### config.mk
export PLATFORM = sky130hd
export DESIGN_NAME = stream_sum_top
export DESIGN_NICKNAME = d
export VERILOG_FILES = /design/src/rtl/stream_pkg.sv /design/src/rtl/stream_byte_accum.sv /design/src/rtl/stream_fifo.sv /design/src/rtl/stream_sum_top.sv
export SDC_FILE = /design/constraint.sdc
export NUM_CORES = 1
export LEC_CHECK = 0
export ABC_AREA = 0
export BUFFER_PORTS_ARGS = -buffer_cell sky130_fd_sc_hd__buf_2
export CAP_MARGIN = 20
export CORE_ASPECT_RATIO = 0.9
export CORE_MARGIN = 2
export CORE_UTILIZATION = 45
export CTS_CLUSTER_DIAMETER = 150
export CTS_CLUSTER_SIZE = 8
export DETAILED_ROUTE_END_ITERATION = 16
export PLACE_DENSITY = 0.71
export SYNTH_ARGS = -nofsm -noshare
export SYNTH_HDL_FRONTEND = slang
export SYNTH_SLANG_ARGS = --single-unit
### constraint.sdc
create_clock -name clk_i -period 10.55 [get_ports clk_i]
set_clock_uncertainty 0.1 [all_clocks]
set_input_delay 0.5275 -clock clk_i [delete_from_list [all_inputs] [get_ports clk_i]]
set_output_delay 0.5275 -clock clk_i [all_outputs]
set_load 0.02 [all_outputs]
### src/rtl/stream_pkg.sv
/*
  Shared widths, FIFO depths and payload types of the byte-summing stream
  SUM_WIDTH and CNT_WIDTH are sized for BEATS_PER_SUM * STRB_WIDTH bytes
  Recheck both if the group length or the strobe width changes
  Each strobe bit covers exactly one 8-bit byte of data
*/
package stream_pkg;

  // Beat format
  localparam int unsigned DATA_WIDTH = 32;            // Beat data bits
  localparam int unsigned STRB_WIDTH = DATA_WIDTH / 8; // One strobe bit per byte

  // Grouping
  localparam int unsigned BEATS_PER_SUM = 4; // Beats folded into one result

  // Queue sizes
  localparam int unsigned IN_FIFO_DEPTH  = 8; // Producer side slack
  localparam int unsigned OUT_FIFO_DEPTH = 4; // Consumer side slack

  // Result widths
  // 16 bytes of 255 at most, so 12 bits would do
  localparam int unsigned SUM_WIDTH = 16;
  // Count runs 0 to 16, hence 5 bits
  localparam int unsigned CNT_WIDTH = 5;

  // Input beat, pushed into the input FIFO as one word
  typedef struct packed {
    logic [DATA_WIDTH-1:0] data; // Byte lanes, lane 0 in the low bits
    logic [STRB_WIDTH-1:0] strb; // Lane enables
  } beat_t;

  // One result per group of beats
  typedef struct packed {
    logic [SUM_WIDTH-1:0] sum;   // Sum of enabled bytes
    logic [CNT_WIDTH-1:0] count; // Number of enabled bytes
  } result_t;

  // Nothing below is shared logic
  // The package only carries constants and types

endpackage

### src/rtl/stream_byte_accum.sv
`timescale 1ns/1ns

/*
  Sums the strobed bytes of each group of BEATS_PER_SUM beats
  Disabled byte lanes add nothing to the sum and nothing to the count
  One result is held until taken and beats stall meanwhile
  Beats also stall in the cycle the result leaves as there is no bypass
  clear_i drops a partial group and any held result
*/
module stream_byte_accum (
  input  logic                clk_i,
  input  logic                rst_ni,
  input  logic                clear_i,
  input  logic                beat_valid_i,
  input  stream_pkg::beat_t   beat_i,
  output logic                beat_ready_o,
  output logic                res_valid_o,
  output stream_pkg::result_t res_o,
  input  logic                res_ready_i
);

  logic [$clog2(stream_pkg::BEATS_PER_SUM)-1:0] beat_idx_q; // Position in group
  logic [stream_pkg::SUM_WIDTH-1:0] sum_q;    // Running sum
  logic [stream_pkg::SUM_WIDTH-1:0] sum_next;
  logic [stream_pkg::SUM_WIDTH-1:0] beat_sum; // This beat only
  logic [stream_pkg::SUM_WIDTH-1:0] byte_val;
  logic [stream_pkg::CNT_WIDTH-1:0] cnt_q;    // Running byte count
  logic [stream_pkg::CNT_WIDTH-1:0] cnt_next;
  logic [stream_pkg::CNT_WIDTH-1:0] beat_cnt;
  logic                             res_valid_q;
  stream_pkg::result_t              res_q;
  logic                             beat_acc;
  logic                             last_beat;

  // Per-beat byte sum and lane count
  always_comb begin
    beat_sum = '0;
    beat_cnt = '0;
    byte_val = '0;
    for (int b = 0; b < stream_pkg::STRB_WIDTH; b++) begin
      byte_val      = '0;
      byte_val[7:0] = beat_i.data[8*b +: 8]; // Zero-extended lane
      if (beat_i.strb[b]) begin
        beat_sum = beat_sum + byte_val;
        beat_cnt = beat_cnt + 1'b1;
      end
    end
  end

  assign sum_next  = sum_q + beat_sum;
  assign cnt_next  = cnt_q + beat_cnt;
  assign beat_acc  = beat_valid_i & beat_ready_o;
  assign last_beat = (beat_idx_q == stream_pkg::BEATS_PER_SUM - 1); // Closing beat

  // Group progress and result handshake
  always_ff @(posedge clk_i or negedge rst_ni) begin
    if (!rst_ni) begin
      beat_idx_q  <= '0;
      sum_q       <= '0;
      cnt_q       <= '0;
      res_valid_q <= 1'b0;
    end else if (clear_i) begin
      beat_idx_q  <= '0;
      sum_q       <= '0;
      cnt_q       <= '0;
      res_valid_q <= 1'b0;
    end else if (beat_acc) begin
      if (last_beat) begin
        beat_idx_q  <= '0; // Restart for the next group
        sum_q       <= '0;
        cnt_q       <= '0;
        res_valid_q <= 1'b1;
      end else begin
        beat_idx_q <= beat_idx_q + 1'b1;
        sum_q      <= sum_next;
        cnt_q      <= cnt_next;
      end
    end else if (res_valid_q && res_ready_i) begin
      res_valid_q <= 1'b0; // Taken by the output FIFO
    end
  end

  // Held result loaded on the closing beat
  always_ff @(posedge clk_i) begin
    if (beat_acc && last_beat) begin
      res_q.sum   <= sum_next;
      res_q.count <= cnt_next;
    end
  end

  assign beat_ready_o = ~res_valid_q; // Stalls until a cycle after hand-off
  assign res_valid_o  = res_valid_q;
  assign res_o        = res_q;

  // A held result stays stable and keeps the beat side stalled
  assert property (@(posedge clk_i) disable iff (!rst_ni)
    res_valid_o && !res_ready_i && !clear_i |=>
      res_valid_o && !beat_ready_o && $stable(res_o));

  // At most 255 per counted byte and at most one group of lanes counted
  assert property (@(posedge clk_i) disable iff (!rst_ni)
    res_valid_o |-> (res_o.count <= stream_pkg::BEATS_PER_SUM * stream_pkg::STRB_WIDTH) &&
                    (res_o.sum <= 255 * res_o.count));

endmodule

### src/rtl/stream_fifo.sv
`timescale 1ns/1ns

/*
  Single-clock FIFO with valid/ready on both sides and no fall-through
  An item pushed at one edge is poppable from the next cycle on
  DEPTH must be 2 or more and need not be a power of two
  clear_i empties the queue at the next edge and leaves storage as is
  Pop data reads zero whenever pop_valid_o is low
*/
module stream_fifo #(
  parameter int unsigned DEPTH     = 8,
  parameter type         payload_t = logic [31:0]
) (
  input  logic     clk_i,
  input  logic     rst_ni,
  input  logic     clear_i,
  input  logic     push_valid_i,
  input  payload_t push_data_i,
  output logic     push_ready_o,
  output logic     pop_valid_o,
  output payload_t pop_data_o,
  input  logic     pop_ready_i,
  output logic     empty_o,
  output logic     full_o
);

  localparam int unsigned ADDR_W = (DEPTH > 1) ? $clog2(DEPTH) : 1;

  typedef enum logic [1:0] {
    EMPTY,
    MIDDLE,
    FULL
  } state_e;

  state_e            state_q, state_d;
  logic [ADDR_W-1:0] push_ptr_q, push_ptr_d; // Next slot to write
  logic [ADDR_W-1:0] pop_ptr_q, pop_ptr_d;   // Oldest stored item
  logic [ADDR_W-1:0] push_ptr_inc, pop_ptr_inc;
  logic              push_acc;
  payload_t          mem_q [DEPTH];

  // Increment with wrap at DEPTH-1 so odd depths work too
  function automatic logic [ADDR_W-1:0] wrap_inc(input logic [ADDR_W-1:0] ptr);
    return (ptr == ADDR_W'(DEPTH - 1)) ? '0 : ptr + 1'b1;
  endfunction

  assign push_ptr_inc = wrap_inc(push_ptr_q);
  assign pop_ptr_inc  = wrap_inc(pop_ptr_q);

  // State and pointers with clear acting like reset
  always_ff @(posedge clk_i or negedge rst_ni) begin
    if (!rst_ni) begin
      state_q    <= EMPTY;
      push_ptr_q <= '0;
      pop_ptr_q  <= '0;
    end else if (clear_i) begin
      state_q    <= EMPTY;
      push_ptr_q <= '0;
      pop_ptr_q  <= '0;
    end else begin
      state_q    <= state_d;
      push_ptr_q <= push_ptr_d;
      pop_ptr_q  <= pop_ptr_d;
    end
  end

  // Handshake outputs depend on state only
  always_comb begin
    push_ready_o = 1'b0;
    pop_valid_o  = 1'b0;
    case (state_q)
      EMPTY: begin
        push_ready_o = 1'b1;
      end
      MIDDLE: begin
        push_ready_o = 1'b1;
        pop_valid_o  = 1'b1;
      end
      FULL: begin
        pop_valid_o = 1'b1;
      end
      default: begin
        push_ready_o = 1'b0;
        pop_valid_o  = 1'b0;
      end
    endcase
  end

  // Next state and pointer moves
  always_comb begin
    state_d    = state_q;
    push_ptr_d = push_ptr_q;
    pop_ptr_d  = pop_ptr_q;
    case (state_q)
      EMPTY: begin
        if (push_valid_i) begin
          state_d    = MIDDLE; // One item never fills as DEPTH >= 2
          push_ptr_d = push_ptr_inc;
        end
      end
      MIDDLE: begin
        case ({push_valid_i, pop_ready_i})
          2'b01: begin
            pop_ptr_d = pop_ptr_inc;
            if (pop_ptr_inc == push_ptr_q) begin
              state_d = EMPTY; // Last item leaves
            end
          end
          2'b10: begin
            push_ptr_d = push_ptr_inc;
            if (push_ptr_inc == pop_ptr_q) begin
              state_d = FULL; // Write pointer catches up
            end
          end
          2'b11: begin
            push_ptr_d = push_ptr_inc; // Occupancy unchanged
            pop_ptr_d  = pop_ptr_inc;
          end
          default: begin
            state_d = MIDDLE;
          end
        endcase
      end
      FULL: begin
        if (pop_ready_i) begin
          state_d   = MIDDLE; // Push is blocked here
          pop_ptr_d = pop_ptr_inc;
        end
      end
      default: begin
        state_d    = EMPTY;
        push_ptr_d = '0;
        pop_ptr_d  = '0;
      end
    endcase
  end

  assign push_acc = push_valid_i & push_ready_o;

  // Storage written at the push pointer
  always_ff @(posedge clk_i) begin
    if (push_acc) begin
      mem_q[push_ptr_q] <= push_data_i;
    end
  end

  assign pop_data_o = pop_valid_o ? mem_q[pop_ptr_q] : payload_t'('0); // Zero when idle
  assign empty_o    = (state_q == EMPTY);
  assign full_o     = (state_q == FULL);

  // No push taken while full and the write pointer sits on the oldest item
  assert property (@(posedge clk_i) disable iff (!rst_ni)
    full_o |-> !push_acc && (push_ptr_q == pop_ptr_q));

  // Nothing shows in EMPTY and both pointers meet
  assert property (@(posedge clk_i) disable iff (!rst_ni)
    empty_o |-> !pop_valid_o && (push_ptr_q == pop_ptr_q));
  // A push into EMPTY is poppable one cycle later
  assert property (@(posedge clk_i) disable iff (!rst_ni)
    empty_o && push_valid_i && !clear_i |=> pop_valid_o && pop_data_o == $past(push_data_i));

endmodule

### src/rtl/stream_sum_top.sv
`timescale 1ns/1ns

/*
  Byte-summing stream engine between an input and an output FIFO
  Latency varies with back-pressure and is about 3 cycles at best
  One result per BEATS_PER_SUM accepted input beats, in order
  out_sum_o and out_count_o read zero while out_valid_o is low
*/
module stream_sum_top (
  input  logic                             clk_i,
  input  logic                             rst_ni,
  input  logic                             clear_i,
  input  logic                             in_valid_i,
  input  logic [stream_pkg::DATA_WIDTH-1:0] in_data_i,
  input  logic [stream_pkg::STRB_WIDTH-1:0] in_strb_i,
  output logic                             in_ready_o,
  output logic                             out_valid_o,
  output logic [stream_pkg::SUM_WIDTH-1:0]  out_sum_o,
  output logic [stream_pkg::CNT_WIDTH-1:0]  out_count_o,
  input  logic                             out_ready_i,
  output logic                             in_full_o,
  output logic                             out_empty_o
);

  stream_pkg::beat_t   in_beat;   // Packed producer fields
  stream_pkg::beat_t   acc_beat;  // Input FIFO to accumulator
  logic                acc_beat_valid;
  logic                acc_beat_ready;
  stream_pkg::result_t acc_res;   // Accumulator to output FIFO
  logic                acc_res_valid;
  logic                acc_res_ready;
  stream_pkg::result_t out_res;   // Output FIFO pop side

  assign in_beat.data = in_data_i;
  assign in_beat.strb = in_strb_i;

  // Producer side slack
  stream_fifo #(
    .DEPTH     (stream_pkg::IN_FIFO_DEPTH),
    .payload_t (stream_pkg::beat_t)
  ) u_in_fifo (
    .clk_i        (clk_i),
    .rst_ni       (rst_ni),
    .clear_i      (clear_i),
    .push_valid_i (in_valid_i),
    .push_data_i  (in_beat),
    .push_ready_o (in_ready_o),
    .pop_valid_o  (acc_beat_valid),
    .pop_data_o   (acc_beat),
    .pop_ready_i  (acc_beat_ready),
    .empty_o      (),
    .full_o       (in_full_o)
  );

  stream_byte_accum u_accum (
    .clk_i        (clk_i),
    .rst_ni       (rst_ni),
    .clear_i      (clear_i),
    .beat_valid_i (acc_beat_valid),
    .beat_i       (acc_beat),
    .beat_ready_o (acc_beat_ready),
    .res_valid_o  (acc_res_valid),
    .res_o        (acc_res),
    .res_ready_i  (acc_res_ready)
  );

  // Consumer side slack
  stream_fifo #(
    .DEPTH     (stream_pkg::OUT_FIFO_DEPTH),
    .payload_t (stream_pkg::result_t)
  ) u_out_fifo (
    .clk_i        (clk_i),
    .rst_ni       (rst_ni),
    .clear_i      (clear_i),
    .push_valid_i (acc_res_valid),
    .push_data_i  (acc_res),
    .push_ready_o (acc_res_ready),
    .pop_valid_o  (out_valid_o),
    .pop_data_o   (out_res),
    .pop_ready_i  (out_ready_i),
    .empty_o      (out_empty_o),
    .full_o       ()
  );

  assign out_sum_o   = out_res.sum;
  assign out_count_o = out_res.count;

endmodule

==> flow_summary_export.csv <==
group,metric,value,unit
synth,syn_avg_cell_area,16.5,µm²
floorplan,dieHeight,200,µm
power,p_leak,7.87,nW
worst_hold_path,hp-class,"in -> async",
sta,max_freq,114,MHz
clock_network,cts_tree,"done",
flow_run,drv_cap,0,
synth,yosysMostFrequentCell,"edfxtp_1",
critical_path,crit_type,"reg -> reg",
synth,synth_common_cells,"edfxtp_1 (393), nand2_1 (91), mux4_2 (82)",
global_routing,grt_pass1_vias,10500,
clock_network,ctsHtreeMaxLevel,2,
layout,drive_above_1_share,21.0,%
sta,drv_slew,0,
layout,areaGrowthSynthToFinish,14.2,%
layout,fin_nets,1384,
power,total_power,4.87,mW
clock_network,ctsHoldBuffers,0,
layout,diodes,0,
clock_network,clock_latency,0.59,ns
floorplan,rows,71,
power,vdd_drop_max,209,µV
synth,synth.distinct_cells,73,
power,power.density,221,nW/µm²
placement,placedCellCount,1752,
synth,synth-edff-count,393,
floorplan,start_util,45.9,%
drt,drtIter0Drc,702,
sta,post-route-period-util,83.1,%
run_status,status,"finished, violations left",
drt,drt_drc_violations_left,0,
floorplan,die_area,44500,µm²
layout,final-instance-count-excl-fill,1840,
sta,worst_pin_slew,0.991,ns
clock_network,clockRootBuffer,"clkbuf_16",
clock_network,clk_pin_slew,0.05,ns
sta,relSlewSlack,32.2,%
synth,synth_top_area_share,61.2,%
placement,io_buffers,65,
drt,antenna_left,0,
sta,rsz0062_at_grt,"false",
synth,synth_area_leaders,"edfxtp_1 (61%), mux4_2 (9.6%), dfrtp_1 (4.9%)",
critical_path,crit_required,10.94,ns
clock_network,cts_setup_buffers,0,
drt,viasPerCell,5.66,
clock_network,numClockSinks,431,
synth,ys_async_sr_fraction,8.82,%
placement,gp_congestion,0.838,
drt,avgRoutedWirePerCell,21.1,µm
global_routing,antenna_found_initial,1,
synth,ys_seq_area_share,66.1,%
run_status,violations,"hold timing",
synth,yosysTopAreaCell,"edfxtp_1",
synth,ys_seq_elements,431,
drt,vias,10400,
critical_path,cpPeakStageDelay,0.94,ns
clock_network,numCtsBuffers,59,
critical_path,crit_path_max_fanout,40,
synth,syn_inst,1167,
critical_path,cp-end-kind,"flop",
critical_path,cp_slowest_cell,"dfrtp_4",
clock_network,cts_resized,0,
floorplan,core,42000,µm²
sta,fin_setup_tns,0,ns
critical_path,crit_path_frequent_cell,"ha_1",
synth,syn_nets,1280,
drt,drt_wl_total,38800,µm
floorplan,num_io_pins,66,
global_routing,grt_pass1_wl,60800,µm
sta,setup_viol,0,
critical_path,startpoint_type,"flop",
sta,fin_hold_ws,-0.0218,ns
placement,dp_hpwl,23700,µm
synth,syn-cell-area,19300,µm²
clock_network,clk_path_buf_depth,3,
synth,yosys_warnings,0,
drt,firstDrtPassIters,5,
floorplan,die_w,222,µm
sta,min_period,8.77,ns
global_routing,grt_overflow,0,
layout,utilization,52.4,%
synth,synth_ff_type,"edfxtp_1",
critical_path,worstPathArrival,9.16,ns
sta,hold_viol,16,
global_routing,track_usage,17.6,%
global_routing,grt_start_max_net_pins,43,
layout make-up:
cell class | instances | area [µm²]
clock buffer | 81 | 1580
clock inverter | 2 | 46.3
fill | 3357 | 20000
inverter | 40 | 153
multi-input combinational | 650 | 6200
sequential | 431 | 12800
tap | 547 | 684
timing repair buffer | 89 | 609
placed cells by master (no fill, tap or decap), drive strengths merged, types with 33 or more instances in the layout:
cell	count
and2	33
buf	89
clkbuf	81
dfrtp	38
edfxtp	393
ha	67
inv	39
mux4	93
nand2	92
nor2	41
critical path: cells and delay by family, from the launching register on:
kind | cells | cell delay, ns
flops | 1 | 0.94
simple gates | 7 | 1.34
fa+ha+maj | 5 | 1.75
xor+xnor | 3 | 0.44
mux | 4 | 1.62
compound gates | 7 | 2.46
flip-flops by register name (all words and copies together) (netlist names):
name	flops
u_accum.cnt_q	5
u_accum.sum_q	16
u_out_fifo.push_ptr_q	2
u_in_fifo.pop_ptr_q	3
u_accum.res_valid_o	1
u_in_fifo.push_ptr_q	3
u_accum.res_o	21
u_out_fifo.mem_q	84
u_in_fifo.state_q	2
u_out_fifo.pop_ptr_q	2
u_in_fifo.mem_q	288
u_accum.beat_idx_q	2
u_out_fifo.state_q	2
worst paths after layout:
check / start / end / slack [ns] / cells after the start
worst max-delay path: u_in_fifo.pop_ptr_q[0] / u_accum.sum_q[13] / 1.78 / 26
worst min-delay path: rst_ni / u_in_fifo.push_ptr_q[1] / -0.02 / 1
worst max register to register: u_in_fifo.pop_ptr_q[0] / u_accum.sum_q[13] / 1.78 / 26
worst min register to register: u_accum.res_o[10] / u_out_fifo.mem_q[3][10] / 0.38 / 0
max in group asynchronous: rst_ni / u_in_fifo.pop_ptr_q[0] / 9.67 / 1
min in group clk_i: in_data_i[30] / u_in_fifo.mem_q[6][34] / 0.11 / 1
metal layers:
layer / vias to the layer above / track usage, % / wire [µm]
li1: 4777 / - / -
met1: 5274 / 23.8 / 16700
met2: 287 / 29.2 / 19100
met3: 66 / 3.80 / 2340
met4: 2 / 4.44 / 749
met5: - / 0 / 7
through the flow:
step | setup slack, ns | instance area (µm²)
finish | 1.78 | 22000
global route | 1.24 | 22000
CTS | 1.81 | 21900
detailed placement | 1.89 | 20300
global placement | 1.99 | 20300
floorplan | 2.55 | 19300
kinds of logic (layout without fill, tap and decap cells):
family / Yosys count / in the layout / synth area share, %
compound gates: 170 / 170 / 6.43
fa+ha+maj: 72 / 72 / 4.87
xor+xnor: 43 / 43 / 1.95
buf+inv: 86 / 212 / 2.04
flops: 431 / 431 / 66.1
simple gates: 250 / 250 / 6.25
other cells: 1 / 1 / 0.0194
mux: 114 / 114 / 12.3
report_power, final:
| group | internal [mW] | switching (mW) |
|---|---|---|
| sequential | 2.02 | 0.0758 |
| clock | 1.02 | 0.649 |
| combinational | 0.483 | 0.631 |
| total | 3.52 | 1.36 |
No activity file was read; power rests on OpenSTA's default activity.
